File: src/pd_defs.svh
`ifndef PD_DEFS_SVH
`define PD_DEFS_SVH

// Lane and LFSR geometry
`define PD_LANES        16
`define PD_LFSR_W       23
`define PD_LFSR_N       8
`define PD_LFSR_TAPS    23'h508092  // Bits 22, 20, 15, 7, 4, 1

// Per-LFSR seeds, loaded on reset and on every reseed
`define PD_SEED_0       23'h1DBFBC
`define PD_SEED_1       23'h0607BB
`define PD_SEED_2       23'h1EC760
`define PD_SEED_3       23'h18C0DB
`define PD_SEED_4       23'h010F12
`define PD_SEED_5       23'h19CFC9
`define PD_SEED_6       23'h0277CE
`define PD_SEED_7       23'h1BB807

`define PD_LFSR_BEATS   4095
`define PD_DESCR_BEATS  7
`define PD_ID_BEATS     2047
`define PD_ID_FRAME     4'b1010     // Leading and trailing nibble of a lane ID
`define PD_CNT_W        12

`endif
File: src/pd_pkg.sv
`default_nettype none

`include "pd_defs.svh"

package pd_pkg;

    typedef logic [`PD_LANES-1:0]  lanes_t;
    typedef logic [`PD_LFSR_W-1:0] lfsr_t;
    typedef logic [`PD_CNT_W-1:0]  beat_cnt_t;
    typedef logic [3:0]            id_idx_t;   // Bit position within a 16-bit lane ID

    typedef enum logic [1:0] {
        CMD_LFSR,
        CMD_DESCRAMBLE,
        CMD_LANE_ID
    } pd_cmd_e;

    typedef enum logic [1:0] {
        S_IDLE,
        S_SEED,
        S_RUN,
        S_DONE
    } seq_state_e;

    // Control bundle from the sequencer to the pattern blocks
    typedef struct packed {
        logic    busy;
        logic    reseed;  // Load seeds, clear ID index
        logic    beat;
        pd_cmd_e cmd;
    } pd_ctrl_t;

endpackage

`default_nettype wire

File: src/pattern_detector.sv
`timescale 1ns/1ps
`default_nettype none

module pattern_detector (
    input  wire logic            i_clk,
    input  wire logic            i_rst_n,
    input  wire logic            i_req,
    input  wire pd_pkg::pd_cmd_e i_cmd,
    input  wire logic            i_beat_en,
    input  wire pd_pkg::lanes_t  i_rx,
    output logic                 o_ack,
    output pd_pkg::lanes_t       o_rx,
    output pd_pkg::lanes_t       o_local
);
    import pd_pkg::*;

    pd_ctrl_t ctrl;
    lanes_t   lfsr_bits;   // Generator MSBs per lane
    lanes_t   id_bits;

    pd_sequencer u_seq (
        .i_clk     (i_clk),
        .i_rst_n   (i_rst_n),
        .i_req     (i_req),
        .i_beat_en (i_beat_en),
        .i_cmd     (i_cmd),
        .o_ack     (o_ack),
        .o_ctrl    (ctrl)
    );

    lfsr_bank u_lfsr (
        .i_clk   (i_clk),
        .i_rst_n (i_rst_n),
        .i_ctrl  (ctrl),
        .o_bits  (lfsr_bits)
    );

    lane_id_gen u_id (
        .i_clk   (i_clk),
        .i_rst_n (i_rst_n),
        .i_ctrl  (ctrl),
        .o_bits  (id_bits)
    );

    pd_datapath u_dp (
        .i_clk       (i_clk),
        .i_rst_n     (i_rst_n),
        .i_ctrl      (ctrl),
        .i_rx        (i_rx),
        .i_lfsr_bits (lfsr_bits),
        .i_id_bits   (id_bits),
        .o_rx        (o_rx),
        .o_local     (o_local)
    );

endmodule

`default_nettype wire

File: src/pd_datapath.sv
`timescale 1ns/1ps
`default_nettype none

module pd_datapath (
    input  wire logic             i_clk,
    input  wire logic             i_rst_n,
    input  wire pd_pkg::pd_ctrl_t i_ctrl,
    input  wire pd_pkg::lanes_t   i_rx,
    input  wire pd_pkg::lanes_t   i_lfsr_bits,
    input  wire pd_pkg::lanes_t   i_id_bits,
    output pd_pkg::lanes_t        o_rx,
    output pd_pkg::lanes_t        o_local
);
    import pd_pkg::*;

    lanes_t gen_q;       // First stage of the generated pattern
    logic   descr_beat;
    logic   lfsr_beat;
    logic   id_beat;

    assign descr_beat = i_ctrl.beat && (i_ctrl.cmd == CMD_DESCRAMBLE);
    assign lfsr_beat  = i_ctrl.beat && (i_ctrl.cmd == CMD_LFSR);
    assign id_beat    = i_ctrl.beat && (i_ctrl.cmd == CMD_LANE_ID);

    // Receive path, one register deep
    always_ff @(posedge i_clk or negedge i_rst_n) begin
        if (!i_rst_n) begin
            o_rx <= '0;
        end else if (descr_beat) begin
            o_rx <= i_rx ^ i_lfsr_bits;
        end else begin
            o_rx <= i_rx;
        end
    end

    always_ff @(posedge i_clk or negedge i_rst_n) begin
        if (!i_rst_n) begin
            gen_q <= '0;
        end else if (!i_ctrl.busy) begin
            gen_q <= '0;
        end else if (lfsr_beat) begin
            gen_q <= i_lfsr_bits;
        end else if (id_beat) begin
            gen_q <= i_id_bits;
        end
    end

    // Second stage, two cycles after the beat
    always_ff @(posedge i_clk or negedge i_rst_n) begin
        if (!i_rst_n) begin
            o_local <= '0;
        end else begin
            o_local <= gen_q;
        end
    end

endmodule

`default_nettype wire

File: src/pd_sequencer.sv
`timescale 1ns/1ps
`default_nettype none

`include "pd_defs.svh"

module pd_sequencer (
    input  wire logic            i_clk,
    input  wire logic            i_rst_n,
    input  wire logic            i_req,
    input  wire logic            i_beat_en,
    input  wire pd_pkg::pd_cmd_e i_cmd,
    output logic                 o_ack,
    output pd_pkg::pd_ctrl_t     o_ctrl
);
    import pd_pkg::*;

    seq_state_e state_q;
    pd_cmd_e    cmd_q;      // Command latched at accept
    beat_cnt_t  cnt_q;
    beat_cnt_t  limit;
    logic       in_run;
    logic       run_end;    // Completion cycle, not a beat

    always_comb begin
        case (cmd_q)
            CMD_DESCRAMBLE: limit = beat_cnt_t'(`PD_DESCR_BEATS);
            CMD_LANE_ID:    limit = beat_cnt_t'(`PD_ID_BEATS);
            default:        limit = beat_cnt_t'(`PD_LFSR_BEATS);
        endcase
    end

    assign in_run  = (state_q == S_RUN);
    assign run_end = in_run && i_beat_en && (cnt_q == limit);

    always_comb begin
        o_ctrl.busy   = (state_q == S_SEED) || in_run;
        o_ctrl.reseed = (state_q == S_SEED) || run_end;  // Seeds again at the end
        o_ctrl.beat   = in_run && i_beat_en && (cnt_q < limit);
        o_ctrl.cmd    = cmd_q;
    end

    always_ff @(posedge i_clk or negedge i_rst_n) begin
        if (!i_rst_n) begin
            state_q <= S_IDLE;
            cmd_q   <= CMD_LFSR;
            cnt_q   <= '0;
            o_ack   <= 1'b0;
        end else begin
            case (state_q)
                S_IDLE: begin
                    if (i_req) begin
                        cmd_q   <= i_cmd;
                        state_q <= S_SEED;
                    end
                end
                S_SEED: begin
                    cnt_q   <= '0;
                    state_q <= S_RUN;
                end
                S_RUN: begin
                    if (run_end) begin
                        o_ack   <= 1'b1;
                        state_q <= S_DONE;
                    end else if (o_ctrl.beat) begin
                        cnt_q <= cnt_q + 1'b1;
                    end
                end
                S_DONE: begin
                    // Hold ack until the host drops its request
                    if (!i_req) begin
                        o_ack   <= 1'b0;
                        state_q <= S_IDLE;
                    end
                end
                default: state_q <= S_IDLE;
            endcase
        end
    end

endmodule

`default_nettype wire

File: src/lane_id_gen.sv
`timescale 1ns/1ps
`default_nettype none

`include "pd_defs.svh"

module lane_id_gen (
    input  wire logic             i_clk,
    input  wire logic             i_rst_n,
    input  wire pd_pkg::pd_ctrl_t i_ctrl,
    output pd_pkg::lanes_t        o_bits
);
    import pd_pkg::*;

    id_idx_t idx_q;

    // Frame, lane number with bit order reversed, frame
    function automatic logic [15:0] lane_id(input int unsigned lane);
        logic [7:0] num;
        logic [7:0] rev;
        num = 8'(lane);
        for (int b = 0; b < 8; b++) begin
            rev[b] = num[7-b];
        end
        return {`PD_ID_FRAME, rev, `PD_ID_FRAME};
    endfunction

    always_ff @(posedge i_clk or negedge i_rst_n) begin
        if (!i_rst_n) begin
            idx_q <= '0;
        end else if (i_ctrl.reseed) begin
            idx_q <= '0;
        end else if (i_ctrl.beat && i_ctrl.cmd == CMD_LANE_ID) begin
            idx_q <= idx_q + 1'b1;  // Wraps after bit 15
        end
    end

    always_comb begin
        logic [15:0] id;
        for (int n = 0; n < `PD_LANES; n++) begin
            id        = lane_id(n);
            o_bits[n] = id[idx_q];
        end
    end

endmodule

`default_nettype wire

File: src/lfsr_bank.sv
`timescale 1ns/1ps
`default_nettype none

`include "pd_defs.svh"

module lfsr_bank (
    input  wire logic             i_clk,
    input  wire logic             i_rst_n,
    input  wire pd_pkg::pd_ctrl_t i_ctrl,
    output pd_pkg::lanes_t        o_bits
);
    import pd_pkg::*;

    localparam lfsr_t SEEDS [`PD_LFSR_N] = '{
        `PD_SEED_0, `PD_SEED_1, `PD_SEED_2, `PD_SEED_3,
        `PD_SEED_4, `PD_SEED_5, `PD_SEED_6, `PD_SEED_7
    };

    lfsr_t lfsr_q [`PD_LFSR_N];
    logic  advance;

    // Only the LFSR and descramble commands step the generators
    assign advance = i_ctrl.beat &&
                     (i_ctrl.cmd == CMD_LFSR || i_ctrl.cmd == CMD_DESCRAMBLE);

    always_ff @(posedge i_clk or negedge i_rst_n) begin
        if (!i_rst_n) begin
            for (int i = 0; i < `PD_LFSR_N; i++) begin
                lfsr_q[i] <= SEEDS[i];
            end
        end else if (i_ctrl.reseed) begin
            for (int i = 0; i < `PD_LFSR_N; i++) begin
                lfsr_q[i] <= SEEDS[i];
            end
        end else if (advance) begin
            for (int i = 0; i < `PD_LFSR_N; i++) begin
                // Shift up, feedback into bit 0
                lfsr_q[i] <= {lfsr_q[i][`PD_LFSR_W-2:0], ^(lfsr_q[i] & `PD_LFSR_TAPS)};
            end
        end
    end

    // Lane n and lane n+8 share one generator
    always_comb begin
        for (int n = 0; n < `PD_LANES; n++) begin
            o_bits[n] = lfsr_q[n % `PD_LFSR_N][`PD_LFSR_W-1];
        end
    end

endmodule

`default_nettype wire

File: config.mk
export PLATFORM = sky130hd
export DESIGN_NAME = pattern_detector
export DESIGN_NICKNAME = d
export VERILOG_FILES = /design/src/pd_pkg.sv /design/src/pattern_detector.sv /design/src/pd_datapath.sv /design/src/pd_sequencer.sv /design/src/lane_id_gen.sv /design/src/lfsr_bank.sv
export VERILOG_INCLUDE_DIRS = /design/src
export SDC_FILE = /design/constraint.sdc
export NUM_CORES = 1
export LEC_CHECK = 0
export BUFFER_PORTS_ARGS = -buffer_cell sky130_fd_sc_hd__buf_4
export CAP_MARGIN = 20
export CORE_MARGIN = 2
export CORE_UTILIZATION = 60
export DETAILED_ROUTE_END_ITERATION = 12
export PLACE_DENSITY = 0.81
export SETUP_SLACK_MARGIN = 0.5
export SLEW_MARGIN = 20
export SYNTH_ARGS = -nofsm -noshare
export SYNTH_HDL_FRONTEND = slang
export SYNTH_SLANG_ARGS = --single-unit
File: constraint.sdc
create_clock -name i_clk -period 3.2 [get_ports i_clk]
set_input_delay 0.48 -clock i_clk [delete_from_list [all_inputs] [get_ports i_clk]]
set_output_delay 0.48 -clock i_clk [all_outputs]
set_load 0.03 [all_outputs]
==> results.rst <==
.. list-table::
   :header-rows: 1

   * - Metric
     - Value
   * - Status
     - finished, violations left
   * - Violated checks
     - hold timing
   * - Number of sinks on the clock net
     - 253
   * - Effective utilization at floorplan
     - 60.61%
   * - Final Skew
     - 0.01268 ns
   * - Power density over the cells
     - 917.8 nW/um2
   * - Number of port buffers
     - 54
   * - Total design power
     - 12,160 uW
   * - Largest cells by area after synthesis
     - dfrtp_1 (36%), dfstp_2 (21%), nand2_1 (13%)
   * - Via count of the first global-routing pass
     - 8,079
   * - Post-placement cell area
     - 11,870 um2
   * - Proportion of synthesized chip area in sequential cells
     - 57.23%
   * - Syn. warnings
     - 0
   * - WP buf/inv
     - 2
   * - Top Ports
     - 55
   * - Via count
     - 8,598
   * - Post-Synthesis Net Count
     - 1,207
   * - Die outline area
     - 19,880 um2
   * - # H-tree levels
     - 1
   * - Flops & latches, synth
     - 253
   * - Count of routing violations after the opening detailed-route iteration
     - 889
   * - Layout Cells excl Fill
     - 1,477
   * - Crit share post-route
     - 82.08%
   * - Cell area after synthesis
     - 11,260 um2
   * - Synthesized area per cell
     - 9.658 um2
   * - Worst-path cell chain
     - inv_1 > ha_4 > ha_4 > or2_2 > or2_4 > buf_4 > or3_4 > a311o_1
   * - Final hold viol count
     - 3
   * - Critical R2R Launch
     - u_seq.cmd_q[0]
   * - Cell count after placement
     - 1,404
   * - Global-route wire length before repair
     - 39,340 um
   * - Row count
     - 50
   * - Fmax
     - 0.3807 GHz
   * - Post-Place Worst Slack
     - 0.3058 ns
   * - Number of distinct library cells after synthesis
     - 60
   * - Most common cell after layout, fill and taps aside
     - nand2_1
   * - Num CTS Buffers
     - 27
   * - Maximum clock insertion buffer count
     - 3
   * - DRC viols
     - 0
   * - Cell count after synthesis
     - 1,166
   * - Final #Nets
     - 1,263
   * - Length of the first detailed-routing pass in iterations
     - 6
   * - Post-synth top area share
     - 36.00%
   * - Half-perimeter wire length after detailed placement
     - 13,630 um
   * - Worst ir drop on vdd
     - 0.4707 mV
   * - Fraction of registers with async set or reset after synthesis
     - 100.0%
   * - Largest fanout on the critical path
     - 10
   * - Unrepaired setup endpoints after global routing
     - yes
   * - Max-Slew Margin vs Limit
     - 45.84%
   * - Number of antenna violations at the first check in global routing
     - 0
   * - Setup slack of the most critical reg-to-reg path
     - 0.57 ns
   * - Count of final max-slew check failures
     - 0
   * - Horizontal die dimension
     - 141.0 um
   * - Layout area overhead
     - 17.66%
   * - Layout cell share with drive strength beyond 1
     - 21.88%
   * - Max-cap violation count
     - 0
   * - Worst setup SP type
     - flop
   * - Largest stage delay, worst path
     - 0.43 ns
   * - Clock transition at the register clock pins on the worst setup and hold paths after CTS
     - 0.06 ns
   * - Post-route minimum period
     - 2.627 ns
   * - CP max stage cell
     - or3_4
   * - Cell family with most CP delay
     - simple AND/OR/NAND/NOR gates
   * - Post-synth EDFFs
     - 0
   * - WP data arrival
     - 3.04 ns
   * - Clock Tree Root
     - clkbuf_16
   * - CTS tree
     - done
   * - Count of final setup violators
     - 0
   * - Leakage
     - 0.006036 uW
   * - Category of the worst setup path capture point
     - flop
   * - Kind of path behind the tightest hold check
     - input port to async pin
   * - Core Region
     - 18,580 um2
   * - Clock latency at the later pin of the worst-skew pair
     - 0.54 ns
   * - Overall die height
     - 141.0 um
   * - Area of all placed cells without fillers
     - 13,250 um2
   * - Total negative slack for setup checks
     - 0 ns
   * - Global placement routability congestion
     - 0.8363
   * - Number of nets with antenna violations after detailed routing
     - 0
   * - Diodes inserted
     - 0
   * - Pin count of the biggest net entering global routing
     - 109
   * - Via-per-instance ratio
     - 5.821
   * - Worst path required time
     - 3.61 ns
   * - Worst Hold Margin
     - -0.009430 ns
   * - Final critical-path setup slack
     - 0.5734 ns
   * - Detailed Route WL
     - 24,760 um
   * - Prevailing post-synth register cell
     - dfrtp_1
   * - Most prevalent standard cell on the critical path
     - ha_4
   * - Top library cells by usage in the layout, fill and taps aside
     - nand2_1 (384), dfrtp_1 (162), nand3_1 (106)
   * - FF-to-FF path depth
     - 8
   * - Tightest Pin Transition
     - 0.8124 ns
   * - Setup Crit Path Kind
     - flop to flop
   * - Reg-to-reg endpoint
     - u_dp.gen_q[6]
   * - Global-route total usage across every layer
     - 23.92%
   * - Congestion Overflow GR
     - 0
   * - Wirelength per Cell
     - 16.76 um
   * - Cell taking the most area after synthesis
     - dfrtp_1
==> cell type report <==
type | instances | area [um2]
fillers | 1259 | 5331
clock inverters | 12 | 147.6
repair buffers | 104 | 1131
flip-flops and latches | 253 | 6445
well taps | 234 | 292.8
clock buffers | 38 | 767.0
multi-input cells | 827 | 4432
inverters | 9 | 33.78
==> cells in the mapped netlist, types with 5 or more instances <==
| cell | number |
|---|---|
| o21ai_0 | 21 |
| a21oi_1 | 104 |
| xor2_1 | 16 |
| nor2_1 | 28 |
| inv_1 | 8 |
| ha_1 | 19 |
| xnor2_1 | 44 |
| nand3_1 | 106 |
| buf_6 | 19 |
| dfstp_2 | 91 |
| dfrtp_1 | 162 |
| a311o_1 | 5 |
| nand2_1 | 384 |
| and3_1 | 10 |
| clkbuf_1 | 43 |
| buf_2 | 14 |
| a211oi_1 | 5 |
| nor3_1 | 7 |
| nand2b_1 | 6 |
==> stage by stage <==
step	util [%]	hold WS [ns]
floorplan	-	0.1844
global placement	63.90	0.3631
detailed placement	63.90	0.3643
CTS	69.45	0.03562
global route	71.31	0.05727
finish	71.31	-0.009430
==> metal layers <==
metal / global-route usage (%) / up-vias / part of all wire [%]
met2: 38.25 / 267 / 48
met3: 3.193 / 45 / 5.1
li1: - / 4003 / -
met4: 7.211 / 0 / 2.5
met5: 0 / - / 0
met1: 34.65 / 4283 / 44
==> cell families after synthesis <==
logic type      count (synthesis)  share of synthesized area, %
mux                             6                        0.5778
buf+inv                        88                         4.356
xor+xnor                       60                         4.667
simple gates                  563                         21.23
flops                         253                         57.23
fa+ha+maj                      19                         2.111
compound gates                177                         9.823
==> what timing repair did <==
action	in CTS	in global routing
resized for setup	8	21
gates cloned	3	7
hold buffers	0	0
pin swaps	3	4
endpoints found under the setup margin	173	183
endpoints found under the hold margin	0	0
buffers inserted	6	7
==> worst max-delay path by stage <==
stage                   startpoint            endpoint  slack, ns  cells past startpoint
finish              u_seq.cmd_q[0]       u_dp.gen_q[6]       0.57                      8
CTS                 u_seq.cmd_q[0]  u_lfsr.lfsr_q[152]       0.52                     10
global route        u_seq.cmd_q[0]      u_dp.gen_q[11]       0.46                      9
floorplan           u_seq.cmd_q[0]    u_lfsr.o_bits[0]       0.66                     13
detailed placement  u_seq.cmd_q[1]   u_lfsr.lfsr_q[97]       0.31                      9
global placement    u_seq.cmd_q[1]    u_lfsr.o_bits[2]       0.40                      9
==> flip-flops by register name, indices dropped and copies added, names as in the netlist <==
register and count:
u_lfsr.o_bits 8, u_seq.o_ack 1, u_lfsr.lfsr_q 176, u_id.idx_q 4, u_seq.state_q 2, u_dp.o_rx 16, u_dp.o_local 16, u_seq.cmd_q 2
u_seq.cnt_q 12, u_dp.gen_q 16
==> report_power, final <==
group | internal (uW) | switching (uW)
logic | 1690 | 2470
registers | 4280 | 533
clock network | 1920 | 1260
total | 7890 | 4270
Note: power is estimated with default switching activity, not from simulation.
